## src/conv1x1_pkg.sv

```systemverilog
`default_nettype none

package conv1x1_pkg;

    ////////////////////////////////////////////////////////////////////////////
    // Datapath sizing
    ////////////////////////////////////////////////////////////////////////////

    // One pixel, weight, bias or result
    localparam int PIXEL_W = 16;

    // Pixels per vector, must be a power of two
    localparam int LANES = 4;

    // Adder tree depth, log2 of LANES
    localparam int TREE_STAGES = 2;

    // Rows per coefficient memory
    localparam int KRNL_MAX = 16;

    // log2 of KRNL_MAX
    localparam int KRNL_ADDR_W = 4;

    ////////////////////////////////////////////////////////////////////////////
    // Pipeline latencies
    ////////////////////////////////////////////////////////////////////////////

    // Product register plus one register per tree level
    localparam int MAC_LATENCY = 1 + TREE_STAGES;

    // Fetch register, MAC, output register
    localparam int CONV_LATENCY = 2 + MAC_LATENCY;

    ////////////////////////////////////////////////////////////////////////////
    // Types
    ////////////////////////////////////////////////////////////////////////////

    typedef logic [PIXEL_W-1:0] pixel_t;

    // Lane 0 sits in the low bits, same layout for data and weight rows
    typedef logic [LANES-1:0][PIXEL_W-1:0] pixel_vec_t;

    typedef logic [KRNL_ADDR_W-1:0] krnl_addr_t;

    // Operand source for the multiply
    typedef enum logic [1:0] {
        SRC_PM_SUM  = 2'd0,
        SRC_RM0_SUM = 2'd1,
        SRC_RM1_SUM = 2'd2,
        SRC_CONVMAP = 2'd3
    } src_sel_t;

endpackage

`default_nettype wire

```

## src/coef_ram.sv

```systemverilog
`timescale 1ns/1ps
`default_nettype none

module coef_ram #(
    parameter type word_t = logic [15:0],
    parameter int  DEPTH  = 16
) (
    input  wire logic                    clk_FAS,
    input  wire logic                    reset,
    input  wire logic                    load_restart,
    input  wire logic                    wren,
    input  wire word_t                   wr_data,
    input  wire logic                    rden,
    input  wire conv1x1_pkg::krnl_addr_t rd_addr,
    output word_t                        rd_data
);

    // Pointer needs one extra count so a full memory is visible
    localparam int ADDR_W = $clog2(DEPTH);
    localparam int PTR_W  = $clog2(DEPTH + 1);

    word_t            mem [DEPTH];
    logic [PTR_W-1:0] wr_ptr;

    // Host load, sequential addresses from zero
    always_ff @(posedge clk_FAS) begin
        if (reset || load_restart) begin
            wr_ptr <= '0;
        end else if (wren) begin
            wr_ptr <= wr_ptr + 1'b1;
        end
    end

    // Writes past the end are dropped
    always_ff @(posedge clk_FAS) begin
        if (wren && (wr_ptr < DEPTH)) begin
            mem[wr_ptr[ADDR_W-1:0]] <= wr_data;
        end
    end

    // Registered read, holds last word between reads
    always_ff @(posedge clk_FAS) begin
        if (rden) begin
            rd_data <= mem[rd_addr];
        end
    end

    // Host never loads more rows than the memory holds
    a_no_overflow : assert property (@(posedge clk_FAS) disable iff (reset)
        wren && !load_restart |-> wr_ptr != PTR_W'(DEPTH));

endmodule

`default_nettype wire

```

## src/conv1x1_fetch.sv

```systemverilog
`timescale 1ns/1ps
`default_nettype none

module conv1x1_fetch (
    input  wire logic                          clk_FAS,
    input  wire logic                          reset,
    input  wire logic                          start,
    input  wire conv1x1_pkg::src_sel_t         src_sel,
    input  wire logic [conv1x1_pkg::KRNL_ADDR_W:0] num_kernels,
    input  wire conv1x1_pkg::pixel_vec_t       pm_sum,
    input  wire conv1x1_pkg::pixel_vec_t       rm0_sum,
    input  wire conv1x1_pkg::pixel_vec_t       rm1_sum,
    input  wire conv1x1_pkg::pixel_vec_t       convmap_dout,
    output conv1x1_pkg::pixel_vec_t            operand_vec,
    output logic                               operand_vld,
    output logic                               rden,
    output conv1x1_pkg::krnl_addr_t            rd_addr
);

    conv1x1_pkg::pixel_vec_t   sel_vec;
    conv1x1_pkg::krnl_addr_t   krnl_idx;
    logic [conv1x1_pkg::KRNL_ADDR_W:0] idx_plus_one;
    logic                      last_krnl;

    ////////////////////////////////////////////////////////////////////////////
    // Operand source
    ////////////////////////////////////////////////////////////////////////////

    always_comb begin
        case (src_sel)
            conv1x1_pkg::SRC_PM_SUM:  sel_vec = pm_sum;
            conv1x1_pkg::SRC_RM0_SUM: sel_vec = rm0_sum;
            conv1x1_pkg::SRC_RM1_SUM: sel_vec = rm1_sum;
            default:                  sel_vec = convmap_dout;
        endcase
    end

    // Vector lines up with memory read data one cycle on
    always_ff @(posedge clk_FAS) begin
        if (start) begin
            operand_vec <= sel_vec;
        end
    end

    always_ff @(posedge clk_FAS) begin
        if (reset) begin
            operand_vld <= 1'b0;
        end else begin
            operand_vld <= start;
        end
    end

    ////////////////////////////////////////////////////////////////////////////
    // Kernel index
    ////////////////////////////////////////////////////////////////////////////

    // Read issued in the start cycle, memory registers it
    assign rden    = start;
    assign rd_addr = krnl_idx;

    // Count compare one bit wider than the index
    assign idx_plus_one = {1'b0, krnl_idx} + 1'b1;
    assign last_krnl    = (idx_plus_one == num_kernels);

    always_ff @(posedge clk_FAS) begin
        if (reset) begin
            krnl_idx <= '0;
        end else if (start) begin
            // Wrap after num_kernels rows
            krnl_idx <= last_krnl ? '0 : idx_plus_one[conv1x1_pkg::KRNL_ADDR_W-1:0];
        end
    end

    a_start_known : assert property (@(posedge clk_FAS) disable iff (reset)
        !$isunknown(start));

    a_src_sel_known : assert property (@(posedge clk_FAS) disable iff (reset)
        start |-> !$isunknown(src_sel));

endmodule

`default_nettype wire

```

## src/lane_mac.sv

```systemverilog
`timescale 1ns/1ps
`default_nettype none

module lane_mac (
    input  wire logic                    clk_FAS,
    input  wire logic                    reset,
    input  wire conv1x1_pkg::pixel_vec_t operand_vec,
    input  wire conv1x1_pkg::pixel_vec_t weight_row,
    input  wire logic                    operand_vld,
    output conv1x1_pkg::pixel_t          sum,
    output logic                         sum_vld
);

    localparam int LANES   = conv1x1_pkg::LANES;
    localparam int N_NODES = 2 * LANES - 1;
    localparam int LAT     = conv1x1_pkg::MAC_LATENCY;

    // Heap ordered tree
    // Root at 0, children of k at 2k+1 and 2k+2
    // Leaves at LANES-1 upward hold the products
    conv1x1_pkg::pixel_t node [N_NODES];

    // Valid bit per register level
    logic [LAT-1:0] vld_pipe;

    ////////////////////////////////////////////////////////////////////////////
    // Multiply and reduce
    ////////////////////////////////////////////////////////////////////////////

    always_ff @(posedge clk_FAS) begin
        // Products truncated to pixel width
        for (int i = 0; i < LANES; i++) begin
            node[LANES-1+i] <= operand_vec[i] * weight_row[i];
        end
        // Balanced tree, so each level is exactly one register stage
        for (int k = 0; k < LANES - 1; k++) begin
            node[k] <= node[2*k+1] + node[2*k+2];
        end
    end

    assign sum = node[0];

    ////////////////////////////////////////////////////////////////////////////
    // Valid tracking
    ////////////////////////////////////////////////////////////////////////////

    // New vector may enter every cycle
    always_ff @(posedge clk_FAS) begin
        if (reset) begin
            vld_pipe <= '0;
        end else begin
            vld_pipe <= {vld_pipe[LAT-2:0], operand_vld};
        end
    end

    assign sum_vld = vld_pipe[LAT-1];

endmodule

`default_nettype wire

```

## src/bias_add.sv

```systemverilog
`timescale 1ns/1ps
`default_nettype none

module bias_add (
    input  wire logic                clk_FAS,
    input  wire logic                reset,
    input  wire conv1x1_pkg::pixel_t sum,
    input  wire logic                sum_vld,
    input  wire conv1x1_pkg::pixel_t bias_word,
    input  wire logic                bias_en,
    output conv1x1_pkg::pixel_t      conv_out,
    output logic                     out_vld
);

    localparam int LAT = conv1x1_pkg::MAC_LATENCY;

    // Bias read lands with the operands and runs MAC_LATENCY ahead of its sum
    conv1x1_pkg::pixel_t bias_dly [LAT];
    conv1x1_pkg::pixel_t bias_aligned;

    ////////////////////////////////////////////////////////////////////////////
    // Bias alignment
    ////////////////////////////////////////////////////////////////////////////

    always_ff @(posedge clk_FAS) begin
        bias_dly[0] <= bias_word;
        for (int i = 1; i < LAT; i++) begin
            bias_dly[i] <= bias_dly[i-1];
        end
    end

    assign bias_aligned = bias_dly[LAT-1];

    ////////////////////////////////////////////////////////////////////////////
    // Output register
    ////////////////////////////////////////////////////////////////////////////

    // Modulo 2^PIXEL_W add
    always_ff @(posedge clk_FAS) begin
        if (sum_vld) begin
            conv_out <= bias_en ? (sum + bias_aligned) : sum;
        end
    end

    always_ff @(posedge clk_FAS) begin
        if (reset) begin
            out_vld <= 1'b0;
        end else begin
            out_vld <= sum_vld;
        end
    end

    // Every output pulse carries a known result
    a_out_known : assert property (@(posedge clk_FAS) disable iff (reset)
        out_vld |-> !$isunknown(conv_out));

endmodule

`default_nettype wire

```

## src/conv1x1_pip.sv

```systemverilog
`timescale 1ns/1ps
`default_nettype none

module conv1x1_pip (
    input  wire logic                              clk_FAS,
    input  wire logic                              reset,
    // Run control
    input  wire logic                              start,
    input  wire conv1x1_pkg::src_sel_t             src_sel,
    input  wire logic                              bias_en,
    input  wire logic [conv1x1_pkg::KRNL_ADDR_W:0] num_kernels,
    // Source vectors, valid with start
    input  wire conv1x1_pkg::pixel_vec_t           pm_sum,
    input  wire conv1x1_pkg::pixel_vec_t           rm0_sum,
    input  wire conv1x1_pkg::pixel_vec_t           rm1_sum,
    input  wire conv1x1_pkg::pixel_vec_t           convmap_dout,
    // Coefficient load
    input  wire logic                              weight_wren,
    input  wire conv1x1_pkg::pixel_vec_t           weight_din,
    input  wire logic                              bias_wren,
    input  wire conv1x1_pkg::pixel_t               bias_din,
    input  wire logic                              load_restart,
    // Result
    output conv1x1_pkg::pixel_t                    conv_out,
    output logic                                   out_vld
);

    conv1x1_pkg::pixel_vec_t operand_vec;
    logic                    operand_vld;
    logic                    rden;
    conv1x1_pkg::krnl_addr_t rd_addr;
    conv1x1_pkg::pixel_vec_t weight_row;
    conv1x1_pkg::pixel_t     bias_word;
    conv1x1_pkg::pixel_t     sum;
    logic                    sum_vld;

    ////////////////////////////////////////////////////////////////////////////
    // Fetch and coefficient memories
    ////////////////////////////////////////////////////////////////////////////

    conv1x1_fetch i_fetch (
        .clk_FAS      (clk_FAS),
        .reset        (reset),
        .start        (start),
        .src_sel      (src_sel),
        .num_kernels  (num_kernels),
        .pm_sum       (pm_sum),
        .rm0_sum      (rm0_sum),
        .rm1_sum      (rm1_sum),
        .convmap_dout (convmap_dout),
        .operand_vec  (operand_vec),
        .operand_vld  (operand_vld),
        .rden         (rden),
        .rd_addr      (rd_addr)
    );

    // One weight row per kernel
    coef_ram #(
        .word_t (conv1x1_pkg::pixel_vec_t),
        .DEPTH  (conv1x1_pkg::KRNL_MAX)
    ) i_weight_ram (
        .clk_FAS      (clk_FAS),
        .reset        (reset),
        .load_restart (load_restart),
        .wren         (weight_wren),
        .wr_data      (weight_din),
        .rden         (rden),
        .rd_addr      (rd_addr),
        .rd_data      (weight_row)
    );

    // One bias per kernel, read alongside the weights
    coef_ram #(
        .word_t (conv1x1_pkg::pixel_t),
        .DEPTH  (conv1x1_pkg::KRNL_MAX)
    ) i_bias_ram (
        .clk_FAS      (clk_FAS),
        .reset        (reset),
        .load_restart (load_restart),
        .wren         (bias_wren),
        .wr_data      (bias_din),
        .rden         (rden),
        .rd_addr      (rd_addr),
        .rd_data      (bias_word)
    );

    ////////////////////////////////////////////////////////////////////////////
    // Arithmetic
    ////////////////////////////////////////////////////////////////////////////

    lane_mac i_lane_mac (
        .clk_FAS     (clk_FAS),
        .reset       (reset),
        .operand_vec (operand_vec),
        .weight_row  (weight_row),
        .operand_vld (operand_vld),
        .sum         (sum),
        .sum_vld     (sum_vld)
    );

    bias_add i_bias_add (
        .clk_FAS   (clk_FAS),
        .reset     (reset),
        .sum       (sum),
        .sum_vld   (sum_vld),
        .bias_word (bias_word),
        .bias_en   (bias_en),
        .conv_out  (conv_out),
        .out_vld   (out_vld)
    );

endmodule

`default_nettype wire

```

## config.mk

```make
export PLATFORM = sky130hd
export DESIGN_NAME = conv1x1_pip
export DESIGN_NICKNAME = d
export VERILOG_FILES = /design/src/conv1x1_pkg.sv /design/src/coef_ram.sv /design/src/conv1x1_fetch.sv /design/src/lane_mac.sv /design/src/bias_add.sv /design/src/conv1x1_pip.sv
export SDC_FILE = /design/constraint.sdc
export NUM_CORES = 2
export LEC_CHECK = 0
export BUFFER_PORTS_ARGS = -buffer_cell sky130_fd_sc_hd__buf_2
export CAP_MARGIN = 20
export CORE_MARGIN = 4
export CORE_UTILIZATION = 30
export DETAILED_ROUTE_END_ITERATION = 8
export SLEW_MARGIN = 25
export SYNTH_ARGS = -nofsm -noshare
export SYNTH_HDL_FRONTEND = slang
export SYNTH_SLANG_ARGS = --single-unit
```

## constraint.sdc

```tcl
create_clock -name clk_FAS -period 7.71 [get_ports clk_FAS]
set_input_delay 0.771 -clock clk_FAS [delete_from_list [all_inputs] [get_ports clk_FAS]]
set_output_delay 0.771 -clock clk_FAS [all_outputs]
set_load 0.1 [all_outputs]
```

# Word-level counts from Yosys, hierarchy flattened
# Memory sizes are Yosys's and may differ from the RTL's. A register that Yosys moved wholly into a read port is not among the register bits.
# Index checks and enable logic that the tools add are counted.
[word_totals]
ff_bits = 99
mem_bits_rw = 1440
in_bits = 350
output_inout_bits = 17
word_cells = 42
memories = 4
[memory_table]
columns = ["memory", "depth", "word_bits", "read_ports", "rd_ports_with_merged_regs", "write_ports", "line_no", "rtl"]
rows = [
  ["i_weight_ram.mem", 16, 64, 1, 1, 1, "coef_ram.sv:22", "word_t mem [DEPTH];"],
  ["i_bias_ram.mem", 16, 16, 1, 1, 1, "coef_ram.sv:22", ""],
  ["i_lane_mac.node", 7, 16, 7, 0, 7, "lane_mac.sv:21", "conv1x1_pkg::pixel_t node [N_NODES];"],
  ["i_bias_add.bias_dly", 3, 16, 3, 0, 3, "bias_add.sv:18", "conv1x1_pkg::pixel_t bias_dly [LAT];"],
]
[op_classes]
addsub = 7
n_mul = 4
order_cmp = 2
eq_ne = 3
n_mux = 7
reduce_logical = 4
[op_table]
columns = ["cell", "n"]
rows = [
  ["$pmux W64 S3", 1],
  ["$add A16 B16 Y16", 4],
  ["$mul A16 B16 Y16", 4],
  ["$mux W16", 1],
  ["$add A5 B1 Y5 const B", 2],
  ["$lt A5 B5 Y1 const B", 2],
  ["$add A4 B1 Y5 const B", 1],
  ["$eq A5 B5 Y1", 1],
  ["$mux W1", 4],
  ["$mux W4", 1],
  ["$eq A2 B1 Y1 const B", 1],
  ["$eq A2 B2 Y1 const B", 1],
  ["$logic_and A1 B1 Y1", 2],
  ["$logic_not A2 Y1", 1],
  ["$logic_or A1 B1 Y1", 1],
]

# Longest topological paths before layout
[depth]
depth_word = 4
mapped_depth = 21
ltp_nobuf = 20

# By module
# A second synthesis with hierarchy kept.
[unflattened]
cells_unflattened = 4732
hier_area_um2 = 77129.0
[modules_own_cells]
columns = ["module", "instances", "cells_per_inst", "area_each_um2", "seq_area_each_um2"]
rows = [
  ["coef_ram at i_weight_ram", 1, 1675, 40478.8, 32771.4],
  ["lane_mac", 1, 2241, 20040.5, 2302.2],
  ["coef_ram at i_bias_ram", 1, 460, 10458.8, 8267.9],
  ["conv1x1_fetch", 1, 176, 3773.6, 2021.9],
  ["bias_add", 1, 180, 2377.3, 1461.4],
]

# Least setup slack after synthesis
# Ideal clock, no wire load.
[synth_path]
path_type = "input to register"
from = "in weight_wren"
to = "mem i_weight_ram.mem[2][0] (netlist name) (enable)"
setup_ns = 0.565
arrival_ns = 5.467
required_time_ns = 7.145
slack_ns = 1.678
path_stages = 3
path_buffers = 0
cell_sequence = "nor2b_1 > nand2_1 > nor3_1"
[synth_via]
elab_chain_len = 3
[synth_lines]
columns = ["item", "line_no", "rtl"]
rows = [
  ["start: declaration", "conv1x1_pip.sv:18", "input wire logic weight_wren,"],
  ["$logic_and A1 B1 Y1", "coef_ram.sv:36", "if (wren && (wr_ptr < DEPTH)) begin"],
  ["$mux W1", "coef_ram.sv:36", ""],
  ["$mux W1 (implied by the code)", "coef_ram.sv:37", "mem[wr_ptr[ADDR_W-1:0]] <= wr_data;"],
  ["end: declaration", "coef_ram.sv:22", ""],
]
# Every way passes these cells.

==> flow_summary.yaml <==
status:
  outcome: "completed"
synth:
  netlist_area_um2: 77100
  synth_top_cell_area_share_pct: 56.1
  yosys-top-cells-area: "edfxtp_1 56%, mux4_2 14%, fa_1 8.4%, dfxtp_1 4.6%, ha_1 4.3%"
  synth_warnings: 0
  synthArstFlopShare_pct: 0
  synth_ff_type: "edfxtp_1"
  ys_seq_area_share_pct: 60.8
  netlist_instances: 4568
  synth_area_per_cell_um2: 16.9
  syn_nets: 5507
  synth-edff-count: 1440
  synth_top_area_cell: "edfxtp_1"
  yosysUniqueCellTypes: 66
  synth-seq-cells: 1619
worst_setup_path:
  worstSetupEndpointType: "flip-flop"
  cpMostUsedCell: "fa_1"
  path_buf_inv: 2
  crit_fanout: 15
  worstSetupPathType: "flip-flop to flip-flop"
  arrival_ns: 6.14
  cp-start-kind: "flip-flop"
  critPathMaxStageDelay_ns: 0.64
  slowest_stage: "edfxtp_1"
  crit_family: "adder cells"
  required_ns: 8.40
  cp_cell_sequence: "and2_1 -> fa_1 -> fa_1 -> ha_1 -> fa_1 -> inv_1 -> fa_1 -> fa_1 -> inv_1 -> ha_1 -> or2_2 -> a21oi_1 -> nor3_1 -> a2111oi_2 -> a21oi_1 -> xnor2_1"
run:
  maxCapViolCount: 0
timing:
  finalHoldViolCount: 0
  setup_viol: 0
  tns_ns: 0
  slew_viol_final: 0
  period_share_pct: 70.7
  max_slew_margin_pct: 27.7
  period_minus_slack_ns: 5.45
  tightestPinTransition_ns: 1.09
  fin_worst_skew_ns: 0.0575
  fmax_ghz: 0.184
  grt_setup_unrepaired: "no"
die:
  ioPinCount: 367
  core-area_um2: 255000
  dieArea_um2: 265000
  die_h_um: 515
  start_util_pct: 30.2
  fp-row-count: 185
  die_x_um: 515
global_routing:
  grt_start_max_net_pins: 115
  track_usage_pct: 14.4
  grt_overflow: 0
  grt_pass1_wl_mm: 284
  grt_pass1_vias: 42900
  antenna_found_initial: 48
placed_design:
  port_buffers: 366
  dp_hpwl_mm: 126
  gp_congestion: 0.866
clocking:
  hold_buffers: 0
  cts_tree: "yes"
  insertion_delay_ns: 0.82
  cts_max_path_buffers: 3
  cts.clk_slew.worst_paths_ns: 0.06
  cts_buffers: 164
  cts_setup_buffers: 0
  postCtsResizedCells: 0
  cts-root-buf: "clkbuf_16"
  ctsHtreeMaxLevel: 4
  cts.sinks: 1619
cells_and_area:
  syn_to_final_growth_pct: 15.0
  multi_input_area_um2: 27900
  num-nets-final: 5930
  seq_area_um2: 46800
  num-fill-cells: 23900
  drive_gt1_share_pct: 23.1
  final_util_pct: 34.8
hold_path:
  holdCritPathClass: "primary input to flip-flop"
drt:
  wirelength_mm: 191
  ant_nets: 0
  drc: 0
  routedWlPerCell_um: 22.5
  num_vias: 40300
  firstDrtPassIters: 5
  viasPerCell: 4.74
  drt_iter0_drc: 3256
power_and_ir_drop:
  vdd_drop_max_mv: 0.429
  power.static_leakage_uw: 0.0315
  powerDensity_nw_per_um2: 363
==> cells in the mapped netlist, drive strengths merged, types with 3 or more instances <==
cell and instances:
a2111oi 3, a211oi 13, a21o 29, a21oi 76, a31oi 6, and2 287
and3 9, buf 54, clkbuf 117, dfxtp 179, edfxtp 1440, fa 324
ha 265, inv 461, mux2 8, mux2i 4, mux4 464, nand2 314
nand2b 12, nand3 15, nand4 8, nor2 96, nor2b 18, nor3 35
o211ai 4, o21a 22, o21ai 25, o21bai 8, o31a 8, o31ai 8
o41ai 4, or2 5, or3 4, xnor2 170, xor2 42
==> final cells by class <==
type / instances / share of cell area (%)
Sequential cell: 1619 / 52.8
Multi-Input combinational cell: 2317 / 31.5
Antenna cell: 13 / 0.0367
Inverter: 461 / 1.95
Clock inverter: 96 / 1.32
Clock buffer: 193 / 4.82
Tap cell: 3366 / 4.75
Timing Repair Buffer: 428 / 2.77
==> per-layer routing <==
layer / global-route usage, % / vias to the layer above / share of wire [%]
met3: 2.40 / 274 / 5.0
met2: 24.3 / 1036 / 50
li1: - / 17700 / -
met1: 18.7 / 21300 / 42
met4: 4.86 / 18 / 3.1
met5: 0 / - / 0.067
==> kinds of logic after synthesis <==
logic type      count (synthesis)  share of synthesized area (%)
simple gates                  812                           5.20
mux                           476                           13.7
buf+inv                       632                           3.14
fa+ha+maj                     589                           12.7
compound gates                228                           2.04
flops                        1619                           60.8
xor+xnor                      212                           2.41
==> cells in the final DEF, fill, tap and decap left out, drive strengths merged, types with 5 or more instances in the layout <==
cell	count
ha	265
nand3	15
o21a	22
fa	324
o21bai	8
o31a	8
bufinv	18
a21oi	76
a21o	29
dfxtp	179
nor2	96
xnor2	170
o21ai	25
xor2	42
mux2	8
buf	427
mux4	464
a211oi	13
nor3	35
or2	5
inv	469
o31ai	8
nand2b	12
nand2	314
clkbuf	194
diode	13
nor2b	18
and2	287
edfxtp	1440
and3	9
clkinv	69
a31oi	6
nand4	8
==> final timing paths <==
kind	endpoint	start	slack, ns	depth (start not counted)
worst max-delay path	i_lane_mac.node[0][63]	i_weight_ram.rd_data[1]	2.26	16
worst min register to register	i_bias_add.bias_dly[0][24]	i_bias_add.bias_dly[0][8]	0.32	0
worst min-delay path	i_fetch.rd_addr[2]	reset	0.27	2
worst max register to register	i_lane_mac.node[0][63]	i_weight_ram.rd_data[1]	2.26	16
==> metrics by stage <==
step	setup WS, ns	instance area [um^2]	hold slack, ns	power, uW	instances
finish	2.26	88700	0.272	32200	8493
global route	1.93	88600	0.256	34700	8486
CTS	2.22	88500	0.214	32600	8476
detailed placement	2.20	83100	0.312	24500	8187
global placement	2.27	83000	0.313	24300	8186
floorplan	1.68	77100	0.310	21100	4568
==> sequential cells by signal (all words and copies together), names as in the netlist, 5 cells and up <==
| register | cells |
|---|---|
| i_lane_mac.node | 112 |
| i_fetch.operand_vec | 64 |
| i_bias_ram.mem | 256 |
| i_bias_add.bias_dly | 48 |
| i_bias_add.conv_out | 16 |
| i_bias_ram.wr_ptr | 5 |
| i_weight_ram.mem | 1024 |
| i_bias_ram.rd_data | 16 |
| i_weight_ram.wr_ptr | 5 |
| i_weight_ram.rd_data | 64 |
==> power breakdown <==
group | internal, uW | total (uW) | leakage, uW | switching [uW]
logic | 6240 | 13500 | 0.0142 | 7250
clock network | 4610 | 8020 | 0.00267 | 3410
registers | 10200 | 10600 | 0.0146 | 410
Note: power is estimated with default switching activity, not from simulation.
